<file path="src/design/capture_cfg.svh">
`ifndef CAPTURE_CFG_SVH
`define CAPTURE_CFG_SVH

// sensor pixel width
`define CAP_PIX_W 12

// pixels per line counter width, lines up to 2047 pixels
`define CAP_LEN_W 11

// fifo entries, also the producer's starting credit count
`define CAP_FIFO_DEPTH 16

// per-line pixel sum, wide enough for 2047 pixels of 4095
`define CAP_SUM_W 24

// line index within a frame
`define CAP_IDX_W 12

`endif

</file>
<file path="src/design/capture_pkg.sv">
`include "capture_cfg.svh"

package capture_pkg;

    // what an fifo entry stands for
    typedef enum logic [1:0] {
        kind_pixel       = 2'd0,
        kind_frame_start = 2'd1,
        kind_line_end    = 2'd2
    } entry_kind_e;

    // line_end marker payload
    typedef struct packed {
        // set on the first line after frame start
        logic                  first_line;
        // pixels actually sent for the line, drops excluded
        logic [`CAP_LEN_W-1:0] line_len;
    } marker_t;

    // one payload word, read according to the entry kind
    typedef union packed {
        logic [`CAP_PIX_W-1:0] pix_value;
        marker_t               marker;
    } entry_payload_u;

    // 14-bit entry on the link and in the fifo
    typedef struct packed {
        entry_kind_e    kind;
        entry_payload_u payload;
    } pix_entry_t;

endpackage

</file>
<file path="src/design/pix_credit_if.sv">
`timescale 1ns/1ps

// credit-based link from sensor_capture to pixel_fifo
interface pix_credit_if import capture_pkg::*; ();

    // one entry per cycle when high
    logic       push;
    // entry carried with push
    pix_entry_t entry;
    // one-cycle pulse for each freed fifo slot
    logic       credit;

    // producer side
    modport producer (
        output push,
        output entry,
        input  credit
    );

    // fifo side
    modport buffer (
        input  push,
        input  entry,
        output credit
    );

endinterface

</file>
<file path="src/design/capture_top.sv">
`timescale 1ns/1ps

`include "capture_cfg.svh"

module capture_top import capture_pkg::*; (
    input  logic                  img_dclk,
    input  logic                  rst_n,
    input  logic                  img_fv,
    input  logic                  img_lv,
    input  logic [`CAP_PIX_W-1:0] img_d,
    output logic                  res_valid,
    input  logic                  res_ready,
    output logic [`CAP_IDX_W-1:0] res_index,
    output logic [`CAP_LEN_W-1:0] res_len,
    output logic [`CAP_SUM_W-1:0] res_sum,
    output logic [`CAP_PIX_W-1:0] res_max,
    output logic                  overflow,
    output logic [15:0]           drop_count
);

    // producer to fifo
    pix_credit_if link ();

    // fifo head to consumer
    logic       head_valid;
    pix_entry_t head;
    logic       pop;

    sensor_capture u_capture (
        .img_dclk   (img_dclk),
        .rst_n      (rst_n),
        .img_fv     (img_fv),
        .img_lv     (img_lv),
        .img_d      (img_d),
        .link       (link.producer),
        .overflow   (overflow),
        .drop_count (drop_count)
    );

    pixel_fifo u_fifo (
        .img_dclk   (img_dclk),
        .rst_n      (rst_n),
        .link       (link.buffer),
        .head_valid (head_valid),
        .head       (head),
        .pop        (pop)
    );

    line_stats u_stats (
        .img_dclk   (img_dclk),
        .rst_n      (rst_n),
        .head_valid (head_valid),
        .head       (head),
        .pop        (pop),
        .res_valid  (res_valid),
        .res_ready  (res_ready),
        .res_index  (res_index),
        .res_len    (res_len),
        .res_sum    (res_sum),
        .res_max    (res_max)
    );

endmodule

</file>
<file path="src/design/line_stats.sv">
`timescale 1ns/1ps

`include "capture_cfg.svh"

module line_stats import capture_pkg::*; (
    input  logic                  img_dclk,
    input  logic                  rst_n,
    input  logic                  head_valid,
    input  pix_entry_t            head,
    output logic                  pop,
    output logic                  res_valid,
    input  logic                  res_ready,
    output logic [`CAP_IDX_W-1:0] res_index,
    output logic [`CAP_LEN_W-1:0] res_len,
    output logic [`CAP_SUM_W-1:0] res_sum,
    output logic [`CAP_PIX_W-1:0] res_max
);

    // running line accumulators
    logic [`CAP_SUM_W-1:0] acc_sum;
    logic [`CAP_PIX_W-1:0] acc_max;
    // index of the line being accumulated
    logic [`CAP_IDX_W-1:0] line_idx;

    logic                  res_full;
    logic [`CAP_PIX_W-1:0] pix;
    marker_t               mark;

    // result held and not taken this cycle
    assign res_full = res_valid && !res_ready;
    assign pop      = head_valid && !res_full;

    // two readings of the same payload word
    assign pix  = head.payload.pix_value;
    assign mark = head.payload.marker;

    always_ff @(posedge img_dclk) begin
        if (!rst_n) begin
            acc_sum   <= '0;
            acc_max   <= '0;
            line_idx  <= '0;
            res_valid <= 1'b0;
        end else begin
            // taken by downstream
            if (res_valid && res_ready) begin
                res_valid <= 1'b0;
            end

            if (pop) begin
                case (head.kind)
                    kind_pixel: begin
                        acc_sum <= acc_sum + `CAP_SUM_W'(pix);
                        if (pix > acc_max) begin
                            acc_max <= pix;
                        end
                    end
                    kind_frame_start: begin
                        // drop any partial line from before
                        line_idx <= '0;
                        acc_sum  <= '0;
                        acc_max  <= '0;
                    end
                    kind_line_end: begin
                        res_valid <= 1'b1;
                        acc_sum   <= '0;
                        acc_max   <= '0;
                        // first-line flag covers a lost frame_start
                        if (mark.first_line) begin
                            line_idx <= `CAP_IDX_W'(1);
                        end else begin
                            line_idx <= line_idx + 1'b1;
                        end
                    end
                    default: begin
                        acc_sum <= acc_sum;
                    end
                endcase
            end
        end
    end

    // result payload loaded on a popped line end
    always_ff @(posedge img_dclk) begin
        if (pop && head.kind == kind_line_end) begin
            res_index <= mark.first_line ? '0 : line_idx;
            res_len   <= mark.line_len;
            res_sum   <= acc_sum;
            res_max   <= acc_max;
        end
    end

    // a stalled result stays valid and unchanged
    a_hold_result: assert property (@(posedge img_dclk) disable iff (!rst_n)
        res_full |=> (res_valid && $stable({res_index, res_len, res_sum, res_max})));

endmodule

</file>
<file path="src/design/pixel_fifo.sv">
`timescale 1ns/1ps

`include "capture_cfg.svh"

module pixel_fifo import capture_pkg::*; (
    input  logic         img_dclk,
    input  logic         rst_n,
    pix_credit_if.buffer link,
    output logic         head_valid,
    output pix_entry_t   head,
    input  logic         pop
);

    localparam int PTR_W = $clog2(`CAP_FIFO_DEPTH);
    localparam int CNT_W = $clog2(`CAP_FIFO_DEPTH + 1);
    localparam logic [PTR_W-1:0] LAST = PTR_W'(`CAP_FIFO_DEPTH - 1);

    // entry storage
    pix_entry_t        mem [`CAP_FIFO_DEPTH];
    logic [PTR_W-1:0]  wr_ptr;
    logic [PTR_W-1:0]  rd_ptr;
    // occupancy
    logic [CNT_W-1:0]  count;

    // head straight from the array, valid once count is updated
    assign head_valid = count != '0;
    assign head       = mem[rd_ptr];

    // storage write, no reset
    always_ff @(posedge img_dclk) begin
        if (link.push) begin
            mem[wr_ptr] <= link.entry;
        end
    end

    always_ff @(posedge img_dclk) begin
        if (!rst_n) begin
            wr_ptr      <= '0;
            rd_ptr      <= '0;
            count       <= '0;
            link.credit <= 1'b0;
        end else begin
            // freed slot goes back to the producer next cycle
            link.credit <= pop;

            // pointers wrap by compare, depth need not be a power of two
            if (link.push) begin
                wr_ptr <= (wr_ptr == LAST) ? '0 : wr_ptr + 1'b1;
            end
            if (pop) begin
                rd_ptr <= (rd_ptr == LAST) ? '0 : rd_ptr + 1'b1;
            end

            case ({link.push, pop})
                2'b10:   count <= count + 1'b1;
                2'b01:   count <= count - 1'b1;
                default: count <= count;
            endcase
        end
    end

    // producer credit count keeps the fifo from overflowing
    a_no_push_full: assert property (@(posedge img_dclk) disable iff (!rst_n)
        link.push |-> count != CNT_W'(`CAP_FIFO_DEPTH));

    // consumer only pops a valid head
    a_no_pop_empty: assert property (@(posedge img_dclk) disable iff (!rst_n)
        pop |-> count != '0);

endmodule

</file>
<file path="src/design/sensor_capture.sv">
`timescale 1ns/1ps

`include "capture_cfg.svh"

module sensor_capture import capture_pkg::*; (
    input  logic                  img_dclk,
    input  logic                  rst_n,
    input  logic                  img_fv,
    input  logic                  img_lv,
    input  logic [`CAP_PIX_W-1:0] img_d,
    pix_credit_if.producer        link,
    output logic                  overflow,
    output logic [15:0]           drop_count
);

    localparam int CRED_W = $clog2(`CAP_FIFO_DEPTH + 1);

    // previous fv/lv for edge detection
    logic                  fv_q;
    logic                  lv_q;
    // pixels pushed so far in the current line
    logic [`CAP_LEN_W-1:0] pix_cnt;
    logic                  first_line;
    logic [CRED_W-1:0]     credits;

    logic       frame_rise;
    logic       line_fall;
    logic       pix_sample;
    logic       want;
    logic       spend;
    pix_entry_t nxt_entry;

    always_comb begin
        frame_rise = img_fv && !fv_q;
        // line end only counts inside a frame
        line_fall  = img_fv && lv_q && !img_lv;
        pix_sample = img_fv && img_lv;
        want       = frame_rise || line_fall || pix_sample;
        // markers need a credit like pixels
        spend      = want && (credits != '0);

        nxt_entry = '0;
        // frame start wins over a pixel in the same sample
        if (frame_rise) begin
            nxt_entry.kind = kind_frame_start;
        end else if (line_fall) begin
            nxt_entry.kind                      = kind_line_end;
            nxt_entry.payload.marker.first_line = first_line;
            nxt_entry.payload.marker.line_len   = pix_cnt;
        end else begin
            nxt_entry.kind              = kind_pixel;
            nxt_entry.payload.pix_value = img_d;
        end
    end

    always_ff @(posedge img_dclk) begin
        if (!rst_n) begin
            fv_q       <= 1'b0;
            lv_q       <= 1'b0;
            pix_cnt    <= '0;
            first_line <= 1'b0;
            credits    <= CRED_W'(`CAP_FIFO_DEPTH);
            link.push  <= 1'b0;
            overflow   <= 1'b0;
            drop_count <= '0;
        end else begin
            fv_q      <= img_fv;
            lv_q      <= img_lv;
            link.push <= spend;
            // one back per credit pulse and one spent per push
            credits   <= credits + CRED_W'(link.credit) - CRED_W'(spend);

            // entry lost for lack of credit
            if (want && !spend) begin
                overflow <= 1'b1;
                // saturate
                if (drop_count != '1) begin
                    drop_count <= drop_count + 16'd1;
                end
            end

            if (frame_rise) begin
                first_line <= 1'b1;
            end else if (line_fall) begin
                first_line <= 1'b0;
            end

            if (frame_rise || line_fall) begin
                pix_cnt <= '0;
            end else if (pix_sample && spend) begin
                pix_cnt <= pix_cnt + 1'b1;
            end
        end
    end

    // entry payload that push qualifies
    always_ff @(posedge img_dclk) begin
        if (want) begin
            link.entry <= nxt_entry;
        end
    end

    // returned credits never outnumber fifo slots
    a_credit_bound: assert property (@(posedge img_dclk) disable iff (!rst_n)
        credits <= CRED_W'(`CAP_FIFO_DEPTH));

endmodule

</file>
<file path="config.mk">
export PLATFORM = sky130hd
export DESIGN_NAME = capture_top
export DESIGN_NICKNAME = d
export VERILOG_FILES = /design/src/design/capture_pkg.sv /design/src/design/pix_credit_if.sv /design/src/design/capture_top.sv /design/src/design/line_stats.sv /design/src/design/pixel_fifo.sv /design/src/design/sensor_capture.sv
export VERILOG_INCLUDE_DIRS = /design/src /design/src/design
export SDC_FILE = /design/constraint.sdc
export NUM_CORES = 1
export LEC_CHECK = 0
export BUFFER_PORTS_ARGS = -buffer_cell sky130_fd_sc_hd__buf_2
export CORE_ASPECT_RATIO = 2
export CORE_MARGIN = 2
export CORE_UTILIZATION = 55
export CTS_BUF_LIST = sky130_fd_sc_hd__clkbuf_4
export DETAILED_ROUTE_END_ITERATION = 10
export HOLD_SLACK_MARGIN = 0.06
export PLACE_DENSITY = 0.85
export RECOVER_POWER = 100
export SYNTH_ARGS = -nofsm -noshare
export SYNTH_HDL_FRONTEND = slang
export SYNTH_HIERARCHICAL = 1
export SYNTH_SLANG_ARGS = --single-unit
</file>
<file path="constraint.sdc">
create_clock -name img_dclk -period 3.2 [get_ports img_dclk]
set_input_delay 0.64 -clock img_dclk [delete_from_list [all_inputs] [get_ports img_dclk]]
set_output_delay 0.64 -clock img_dclk [all_outputs]
set_load 0.01 [all_outputs]
</file>
==> impl_metrics.ini, run 1 <==
[detailed_routing]
via_per_inst = 6.292
wirelength_um = 43940
drt-pass1-iter-count = 8
antenna_left = 0
dr.first_iter.drc_count = 1210
avgRoutedWirePerCell_um = 23.75
drc = 0
num_vias = 11640

[floorplanning]
pin_count = 94
die_area_um2 = 31830
start_util_pct = 55.48
coreArea_um2 = 30070
die_w_um = 127.2
std_cell_rows = 90
dieHeight_um = 250.3

[cells_and_area]
area_delta_synth_final_pct = 22.58
finalNetCount = 1473
layout-drive-gt1-share_pct = 35.70
fin_cells = 1850
mostFrequentLayoutCells = edfxtp_1, clkbuf_4, dfxtp_1
postLayoutCoreUtil_pct = 68.02
design_area_um2 = 20450
final_common_cell = edfxtp_1
nFillCells = 1883

[synth]
synth_warnings = 6
synth_edf_count = 297
synth_top_area_share_pct = 53.46
avgSynthCellArea_um2 = 14.62
synth-async-reset-ratio_pct = 0
yosysSeqAreaShare_pct = 65.94
syn_inst = 1141
ys_ff_latch = 401
synth_nets = 1204
synth.area.top_cells = edfxtp_1, dfxtp_1, mux4_2
synth_cell_type_count = 65
yosys_most_used_dff = edfxtp_1
yosysTopAreaCell = edfxtp_1
syn-cell-area_um2 = 16680

[clock_network]
numCtsBuffers = 84
cts_buffer_depth = 3
h-tree-depth = 3
clk_latency_ps = 800
cts_tree = done
clockRootBuffer = clkbuf_4
cts.sinks = 401
clk_pin_slew_ps = 80

[placed_design]
pre_cts_slack_ps = -349.1
dp.cells = 1650
hpwl_um = 25450
portBuffers = 93
dpl-instance-area_um2 = 18230
gp_congestion = 0.8964

[power_and_ir_drop]
ir_drop_uv = 466.5
switching_share_pct = 34.64
p_seq_share_pct = 36.9
power.internal_uw = 11630
pwr-share-comb_pct = 40.8
power_switching_uw = 6165
p_leak_uw = 0.007346
cellPowerDensity_nw_per_um2 = 870.3
p_clk_share_pct = 22.4

[critical_path]
start_kind = register
cp_data_arrival_time_ps = 4140
ff2ff_setup_slack_ps = -270
crit_required_ps = 3870
worstPathMaxFanout = 7
worstSetupPathType = register to register
end_kind = register

[global_route]
grt_pass1_vias = 12080
grt_antenna_before_repair = 2
grt_max_degree = 61
grt_pass1_wl_um = 64330
globalRoute.totalOverflow = 0
grt_util_all_layers_pct = 26.77

[sta]
rsz0062_at_grt = yes
drv_slew = 0
setup_viol = 27
hold_viol = 0
worst_pin_slew_ps = 1326
fin_hold_ws_ps = 151.2
finalCritPeriodShare_pct = 108.4
setup_slack_ps = -269.1
fin_skew_ps = 67.89
period_minus_slack_ps = 3469
max_slew_margin_pct = 11.60
fmax_ghz = 0.2883

[outcome]
violations = negative setup slack
status = complete, but fails checks

[job]
max_cap_viol_count = 0

[min_path]
hold_start = img_d[2]
hp-class = primary input to register
## power groups by stage
stage	Combinational, uW	Sequential (uW)	Clock [uW]
2_1_floorplan	3170	6620	0
3_3_place_gp	5100	6600	0
3_5_place_dp	5290	6630	0
4_1_cts	6230	6540	4020
5_1_grt	7580	6610	4290
6_report	7250	6560	3980
## worst max-delay path, cell delays in order (launching register included)
cell      delay [ps]
dfxtp_4          420
buf_6            110
mux4_2           490
a22oi_2          230
nand2_1          110
ha_2             220
fa_2             420
a21o_1           220
a221oi_4         280
buf_6            150
o211ai_1         110
a31oi_1          260
xnor2_1          110
a32o_1           210
## metal layers
metal | vias to the layer above | global-route usage (%) | part of all wire (%)
met3 | 240 | 5.468 | 7.0
li1 | 5013 | - | -
met2 | 729 | 49.74 | 54
met4 | 0 | 17.65 | 7.3
met1 | 5659 | 26.21 | 32
met5 | - | 0 | 0
## area by class of cell
class / count / area [um2] / share of cell area [%]
sequential: 401 / 11010 / 53.82
multi-input combinational: 653 / 5918 / 28.94
timing repair buffer: 230 / 1782 / 8.713
clock buffer: 122 / 915.9 / 4.479
tap: 368 / 460.4 / 2.252
clock inverter: 33 / 210.2 / 1.028
inverter: 40 / 150.1 / 0.7342
antenna: 3 / 7.507 / 0.03671
## cell usage after synthesis, types with 25 or more instances
library cell    n
clkbuf_1       29
nor2_1         47
mux2i_1        25
edfxtp_1      297
and2_1         29
a22oi_1        33
o21ai_0        30
nand2_1        84
dfxtp_1       104
inv_1          38
mux4_2         50
a21oi_1        44
ha_1           44
## cells by family (layout without fill, tap and decap cells)
logic type | after synthesis | count (layout) | share of synthesized area (%)
buf+inv | 88 | 425 | 2.363
xor+xnor | 30 | 30 | 1.575
flops | 401 | 401 | 65.94
mux | 81 | 81 | 9.195
compound gates | 182 | 182 | 7.230
other cells | 0 | 3 | 0
simple gates | 313 | 314 | 10.16
fa+ha+maj | 46 | 46 | 3.540
## registers in the layout, summed over array words and instances, names as in the netlist, named ones only
signal                cells
u_stats/res_sum          24
u_capture/lv_q            1
u_capture/link.push       1
u_fifo/count              5
u_capture/overflow        1
u_stats/res_valid         1
u_stats/line_idx         12
u_capture/link.entry     14
u_stats/res_len          11
u_capture/first_line      1
u_stats/acc_max          12
u_stats/acc_sum          24
u_fifo/mem              224
u_fifo/link.credit        1
u_stats/res_max          12
u_capture/drop_count     16
u_capture/pix_cnt        11
u_stats/res_index        12
u_capture/credits         5
u_capture/fv_q            1
u_fifo/rd_ptr             4
u_fifo/wr_ptr             4
## final timing paths
check,end,depth (start not counted)
max,u_stats/acc_sum[10]$_SDFFE_PN0P_,13
min,u_capture/link.entry[2]$_SDFFCE_PP0P_,2
max reg2reg,u_stats/acc_sum[10]$_SDFFE_PN0P_,13
min reg2reg,u_stats/res_max[8]$_DFFE_PP_,0
## through the flow
| stage | setup TNS (ps) | total power (uW) |
|---|---|---|
| after global routing | -5895 | 18480 |
| after CTS | -1098 | 16790 |
| after global placement | -1699 | 11700 |
| after floorplan | -69.09 | 9793 |
| final | -3636 | 17800 |
| after detailed placement | -3933 | 11920 |
## what timing repair did
item | in CTS | in global routing
hold buffers | 0 | 0
endpoints found under the setup margin | 27 | 38
cloned | 4 | 0
pin swaps | 44 | 63
resized for setup | 85 | 77
buffers inserted | 28 | 13
(Power assumes the default switching activity.)
==> run 2: changes to the inputs <==
Settings changed: PLACE_DENSITY 0.85 to 0.72, SYNTH_HIERARCHICAL 1 to default.
Clock period 3.2 ns to 3.38 ns, I/O delays scaled along.
==> run 2 against run 1 <==
Against the previous run:
- clock-buffer cell count is 9 higher
- core utilization is 1.5 points lower
- sequential power is 4.9% lower
- the run still ends with negative setup slack left
- die area is 0.62% lower
- clock skew is 20 ps lower
- final cell count is 4.1% lower
- largest cell class unchanged
- largest power group unchanged
- synthesized cell count is 3.3% lower
- first-iteration DRC count is 25% lower
- hold slack worse by 11 ps
- global-route usage is 3.0 points lower
- synthesized area is 0.63% lower
- design area is 2.6% lower
==> impl_metrics.ini, run 2 <==
[critical_path]
end_kind = register
worstPathMaxFanout = 8
critPathTopFamily = multiplexers
cp_data_arrival_time_ps = 4280
timing.rr.end = u_stats.acc_max[3]$_SDFFE_PN0P_
worstSetupPathType = register to register
ff2ff_setup_slack_ps = -170
cp_slowest_cell = mux4_2
worst-path-buf-inv = 6
r2r_cells = 14
crit_path_max_incr_delay_ps = 570
crit_chain = buf_12, buf_12, mux4_2, mux4_2, buf_6, ha_4, nand4_1, buf_4, o31ai_4, a22oi_2, o31ai_2, buf_4, buf_12, a22o_1
crit_required_ps = 4100
critical_path.most_common_cell = buf_12
start_kind = register

[placed_design]
hpwl_um = 22980
dp.cells = 1585
portBuffers = 93
gp_congestion = 0.8651
pre_cts_slack_ps = -172.4

[floorplanning]
coreArea_um2 = 29950
die_w_um = 126.8
pin_count = 94
die_area_um2 = 31630
start_util_pct = 55.34
dieHeight_um = 249.5
std_cell_rows = 90

[min_path]
hold_end = u_capture.lv_q$_SDFF_PN0_
hp-class = primary input to register
hold_depth = 2
hold_start = img_lv

[power_and_ir_drop]
p_seq_share_pct = 37.9
switching_share_pct = 33.37
p_leak_uw = 0.007024
p_clk_share_pct = 22.7
power_switching_uw = 5493
power.internal_uw = 10970
pwr-share-comb_pct = 39.4
ir_drop_uv = 585.8
cellPowerDensity_nw_per_um2 = 826.0

[synth]
synth_edf_count = 297
yosys_most_used_dff = edfxtp_1
synth_nets = 1168
synth.area.top_cells = edfxtp_1, dfxtp_1, mux4_2
ys_ff_latch = 401
avgSynthCellArea_um2 = 15.03
yosysSeqAreaShare_pct = 66.36
syn_inst = 1103
syn-cell-area_um2 = 16580
synth_cell_type_count = 59
synth_top_area_share_pct = 53.80
yosysTopAreaCell = edfxtp_1
synthTopCellsByCount = edfxtp_1, dfxtp_1, mux4_2
synth_warnings = 0
synth-async-reset-ratio_pct = 0
synth.most_common_cell = edfxtp_1

[cells_and_area]
fin_cells = 1774
finalNetCount = 1397
top_regs = u_fifo.mem x224, u_stats.acc_sum x24, u_stats.res_sum x24
mostFrequentLayoutCells = edfxtp_1, clkbuf_4, dfxtp_1
largest_reg_flops = 224
layout-drive-gt1-share_pct = 33.78
nFillCells = 2111
area_delta_synth_final_pct = 20.19
largest-register = u_fifo.mem
final_common_cell = edfxtp_1

[sta]
drv_slew = 0
period_minus_slack_ps = 3553
worst_pin_slew_ps = 1065
max_slew_margin_pct = 28.99
finalCritPeriodShare_pct = 105.1
setup_viol = 17
fmax_ghz = 0.2814
rsz0062_at_grt = yes
setup_slack_ps = -173.1
fin_skew_ps = 47.74
hold_viol = 0

[clock_network]
cts.sinks = 401
numCtsBuffers = 87
cts_buffer_depth = 3
clockRootBuffer = clkbuf_4
h-tree-depth = 3
cts_tree = done
clk_pin_slew_ps = 80
clk_latency_ps = 800

[detailed_routing]
drc = 0
drt-pass1-iter-count = 5
num_vias = 10430
antenna_left = 0
dr.first_iter.drc_count = 909
wirelength_um = 37180
avgRoutedWirePerCell_um = 20.96
via_per_inst = 5.878

[global_route]
grt_max_degree = 60
grt_pass1_wl_um = 57480
grt_util_all_layers_pct = 23.79
grt_antenna_before_repair = 2
globalRoute.totalOverflow = 0
grt_pass1_vias = 10730

[outcome]
status = complete, but fails checks
violations = negative setup slack

[job]
max_cap_viol_count = 0
run 2: changes by cell type in the layout (fill, tap and decap cells not counted), sizes merged, moves of 9 or more:
cell	before	now
nand3	20	37
nand2	85	49
mux2i	25	9
xnor2	16	7
a22o	12	24
mux4	56	70
a21oi	44	56
a22oi	33	1
buf	223	187
run 2: how the worst max path moves through the flow:
stage / from / endpoint / slack [ps] / depth (start not counted)
floorplan: register / u_stats.acc_sum[17]$_SDFFE_PN0P_ / 10 / 11
global placement: register / u_stats.acc_sum[11]$_SDFFE_PN0P_ / -160 / 10
detailed placement: register / u_stats.acc_sum[11]$_SDFFE_PN0P_ / -170 / 10
CTS: register / u_stats.acc_max[7]$_SDFFE_PN0P_ / -120 / 12
global route: register / u_stats.acc_max[3]$_SDFFE_PN0P_ / -280 / 14
finish: register / u_stats.acc_max[3]$_SDFFE_PN0P_ / -170 / 14
run 2: worst register-to-register path, cell delays in order (launching register included):
cell and delay, ps:
dfxtp_4 390, buf_12 140, buf_12 140, mux4_2 510
mux4_2 570, buf_6 170, ha_4 260, nand4_1 160
buf_4 200, o31ai_4 290, a22oi_2 110, o31ai_2 90
buf_4 190, buf_12 120, a22o_1 150
run 2: what timing repair did:
item	4_1_cts	5_1_grt
pin swaps	19	34
gates cloned	3	1
setup buffers	16	9
setup endpoints to repair	28	36
resized for setup	59	43
hold buffers	0	0
run 2: routing by layer:
metal  share of wire (%)  global-route usage [%]
met5                   0                       0
met4                 2.5                   9.922
met3                 5.5                   3.944
met2                  53                   41.02
met1                  39                   29.84
run 2: cell type report:
| class | count | area [um2] | share of cell area (%) |
|---|---|---|---|
| multi-input cells | 617 | 5756 | 28.89 |
| repair buffers | 188 | 1420 | 7.128 |
| inverters | 37 | 138.9 | 0.6971 |
| clock buffers | 131 | 983.4 | 4.936 |
| well taps | 368 | 460.4 | 2.311 |
| diodes | 3 | 7.507 | 0.03768 |
| flip-flops and latches | 401 | 11010 | 55.24 |
| clock inverters | 29 | 152.6 | 0.7661 |
run 2: cells by family after synthesis:
group                    after synthesis  share of synthesized area (%)
buffers and inverters                 85                          1.978
flip-flops                           401                          66.36
AO/OA/AOI/OAI                        184                          7.420
multiplexers                          79                          10.05
adder cells (fa/ha/maj)               48                          3.759
AND/OR/NAND/NOR                      282                          9.163
XOR/XNOR                              24                          1.268
run 2: through the flow:
step           util [%]  setup TNS (ps)  power, uW  hold WS [ps]  cell area, um2
2_1_floorplan         -               0       9832         422.3           16740
3_3_place_gp      60.11          -550.8      11580         446.0           18010
3_5_place_dp      60.11           -2674      11750         450.1           18010
4_1_cts           65.61           -1439      16150         85.47           19650
5_1_grt           66.52           -4659      17340         128.0           19920
6_report          66.52           -2160      16460         139.7           19920
run 2: power groups by stage:
stage | combinational, uW | sequential [uW] | clock [uW]
3_5_place_dp | 5420 | 6330 | 0
5_1_grt | 7020 | 6300 | 4020
4_1_cts | 6120 | 6230 | 3800
3_3_place_gp | 5280 | 6310 | 0
6_report | 6480 | 6240 | 3730
2_1_floorplan | 3480 | 6350 | 0
==> run 3: changes to the inputs <==
Settings changed: ABC_AREA from default to 1.
==> run 3 against run 2 <==
Against the previous run:
- the flow now finishes without violations
- design area shrank 0.48%
- sequential share of layout area grew 0.26 points
- sequential power grew 3%
- combinational power shrank 15%
- synthesized area grew 7.4%
- clock skew shrank 6.5 ps
- setup slack gained 500 ps
- hold slack lost 2.9 ps
- core utilization shrank 4.6 points
- largest cell class unchanged
==> impl_metrics.ini, run 3 <==
[outcome]
status = finished clean

[power_and_ir_drop]
ir_drop_uv = 485.6
switching_share_pct = 37.70
cellPowerDensity_nw_per_um2 = 792.5
total_power_uw = 15710
power_switching_uw = 5924
p_clk_share_pct = 24.2
power.internal_uw = 9791
p_seq_share_pct = 40.7
pwr-share-comb_pct = 35.1
p_leak_uw = 0.007796

[cells_and_area]
mostFrequentLayoutCells = nand2_1, edfxtp_1, inv_1
final_common_cell = nand2_1
largest-register = u_fifo.mem
finalNetCount = 2052
area_delta_synth_final_pct = 11.42
fin_cells = 2488
nFillCells = 2707
layout-drive-gt1-share_pct = 9.078
largest_reg_flops = 224
top_regs = u_fifo.mem x224, u_stats.acc_sum x24, u_stats.res_sum x24
design_area_um2 = 19830

[floorplanning]
die_w_um = 131.2
std_cell_rows = 93
coreArea_um2 = 32000
die_area_um2 = 33900
start_util_pct = 55.61
dieHeight_um = 258.4
pin_count = 94

[min_path]
hold_end = u_capture.lv_q$_SDFF_PN0_
hp-class = primary input to register
hold_depth = 3
hold_start = img_lv

[global_route]
grt_util_all_layers_pct = 25.24
busiest_layer = met2
grt_max_degree = 78
globalRoute.totalOverflow = 0
use_met3_pct = 4.636
grt_pass1_wl_um = 66500
use_met1_pct = 23.59
grt_antenna_before_repair = 1
grt_pass1_vias = 13290
grt_use_met2_pct = 49.31

[sta]
fmax_ghz = 0.3273
worst_pin_slew_ps = 1456
fin_setup_tns_ps = 0
fin_hold_ws_ps = 136.9
rsz0062_at_grt = no
drv_slew = 0
hold_viol = 0
setup_viol = 0
period_minus_slack_ps = 3055
max_slew_margin_pct = 2.906
finalCritPeriodShare_pct = 90.38
fin_skew_ps = 41.25

[synth]
synth.area.top_cells = edfxtp_1, dfxtp_1, nand2_1
synth_nets = 1895
synth.most_common_cell = nand2_1
yosysTopAreaCell = edfxtp_1
synth_edf_count = 297
synthTopCellsByCount = nand2_1, edfxtp_1, inv_1
avgSynthCellArea_um2 = 9.724
yosys_most_used_dff = edfxtp_1
synth_cell_type_count = 50
synth_top_area_share_pct = 50.12
syn-cell-area_um2 = 17800
synth_warnings = 0
ys_ff_latch = 401
synth-async-reset-ratio_pct = 0
syn_inst = 1830
yosysSeqAreaShare_pct = 61.82

[clock_network]
cts_buffer_depth = 3
clk_pin_slew_ps = 80
postCtsHoldBufs = 0
clk_latency_ps = 790
h-tree-depth = 3
cts_tree = done
numCtsBuffers = 86
cts.sinks = 401
cts_resized = 0
clockRootBuffer = clkbuf_4
post_cts_buffers = 0

[critical_path]
r2r_cells = 14
timing.rr.end = u_stats.acc_sum[22]$_SDFFE_PN0P_
crit_required_ps = 4040
worstSetupPathType = register to register
cp_data_arrival_time_ps = 3710
ff2ff_setup_slack_ps = 320
worstPathMaxFanout = 65
start_kind = register
end_kind = register

[placed_design]
dpl-instance-area_um2 = 18860
gp_congestion = 0.9107
portBuffers = 93
hpwl_um = 28240
dp.cells = 2326

[detailed_routing]
num_vias = 13300
via_per_inst = 5.344
drc = 0
avgRoutedWirePerCell_um = 17.04
drt-pass1-iter-count = 7
antenna_left = 0
wirelength_um = 42390
dr.first_iter.drc_count = 764

[job]
max_cap_viol_count = 0
run 3: worst max path at each step:
stage / startpoint / cells past startpoint / endpoint
2_1_floorplan: img_fv / 15 / u_capture.credits[4]$_SDFF_PN1_
3_3_place_gp: register / 14 / u_stats.acc_sum[22]$_SDFFE_PN0P_
3_5_place_dp: img_lv / 15 / u_capture.credits[4]$_SDFF_PN1_
4_1_cts: register / 14 / u_stats.acc_sum[22]$_SDFFE_PN0P_
5_1_grt: register / 15 / u_stats.acc_sum[12]$_SDFFE_PN0P_
6_report: register / 14 / u_stats.acc_sum[22]$_SDFFE_PN0P_
run 3: metrics by stage:
stage,util (%),worst slack (ps)
2_1_floorplan,-,393.4
4_1_cts,62.58,350.7
6_report,61.96,325.0
3_5_place_dp,58.94,328.9
3_3_place_gp,58.94,422.8
5_1_grt,61.96,84.97
run 3: power by group through the flow:
stage	Combinational [uW]	Clock [uW]	Sequential [uW]
after floorplan	3870	0	6560
after global placement	5490	0	6480
after detailed placement	5640	0	6490
after CTS	5670	3900	6380
after global routing	6190	4110	6450
final	5510	3810	6400
run 3: cell type report:
cell class                      count  area, um2  share of cell area, %
Sequential cell                   401      11000                  55.50
Antenna cell                        1      2.502                0.01262
Timing Repair Buffer              133      680.7                  3.433
Clock buffer                      119      893.4                  4.506
Inverter                          222      835.8                  4.215
Clock inverter                     42      272.8                  1.376
Tap cell                          427      534.3                  2.695
Multi-Input combinational cell   1143       5604                  28.26
run 3: per-layer routing:
metal / wire length, um / up-vias
li1: - / 6457
met4: 2462 / 0
met1: 14190 / 6226
met5: 0 / -
met2: 23520 / 460
met3: 2210 / 153
run 3: cell families after synthesis:
| group | count (synthesis) | synth area share, % |
|---|---|---|
| buffers and inverters | 286 | 6.651 |
| AOI/OAI and AO/OA | 185 | 5.688 |
| and+or+nand+nor | 885 | 21.11 |
| xor gates and xnor gates | 24 | 1.181 |
| adders and majority gates | 48 | 3.501 |
| muxes | 1 | 0.05625 |
| DFF | 401 | 61.82 |
run 3: critical path, cell delays in order, from the launching register on:
cell and delay (ps):
dfxtp_4 370, inv_2 100, buf_12 280, nand2_1 110, nand3_1 80, nand3_1 100
nand3_1 100, nand2_1 210, ha_1 430, a21oi_1 360, o21ai_0 190, a21oi_1 150
nand2_1 150, a21oi_1 190, nor2_1 70
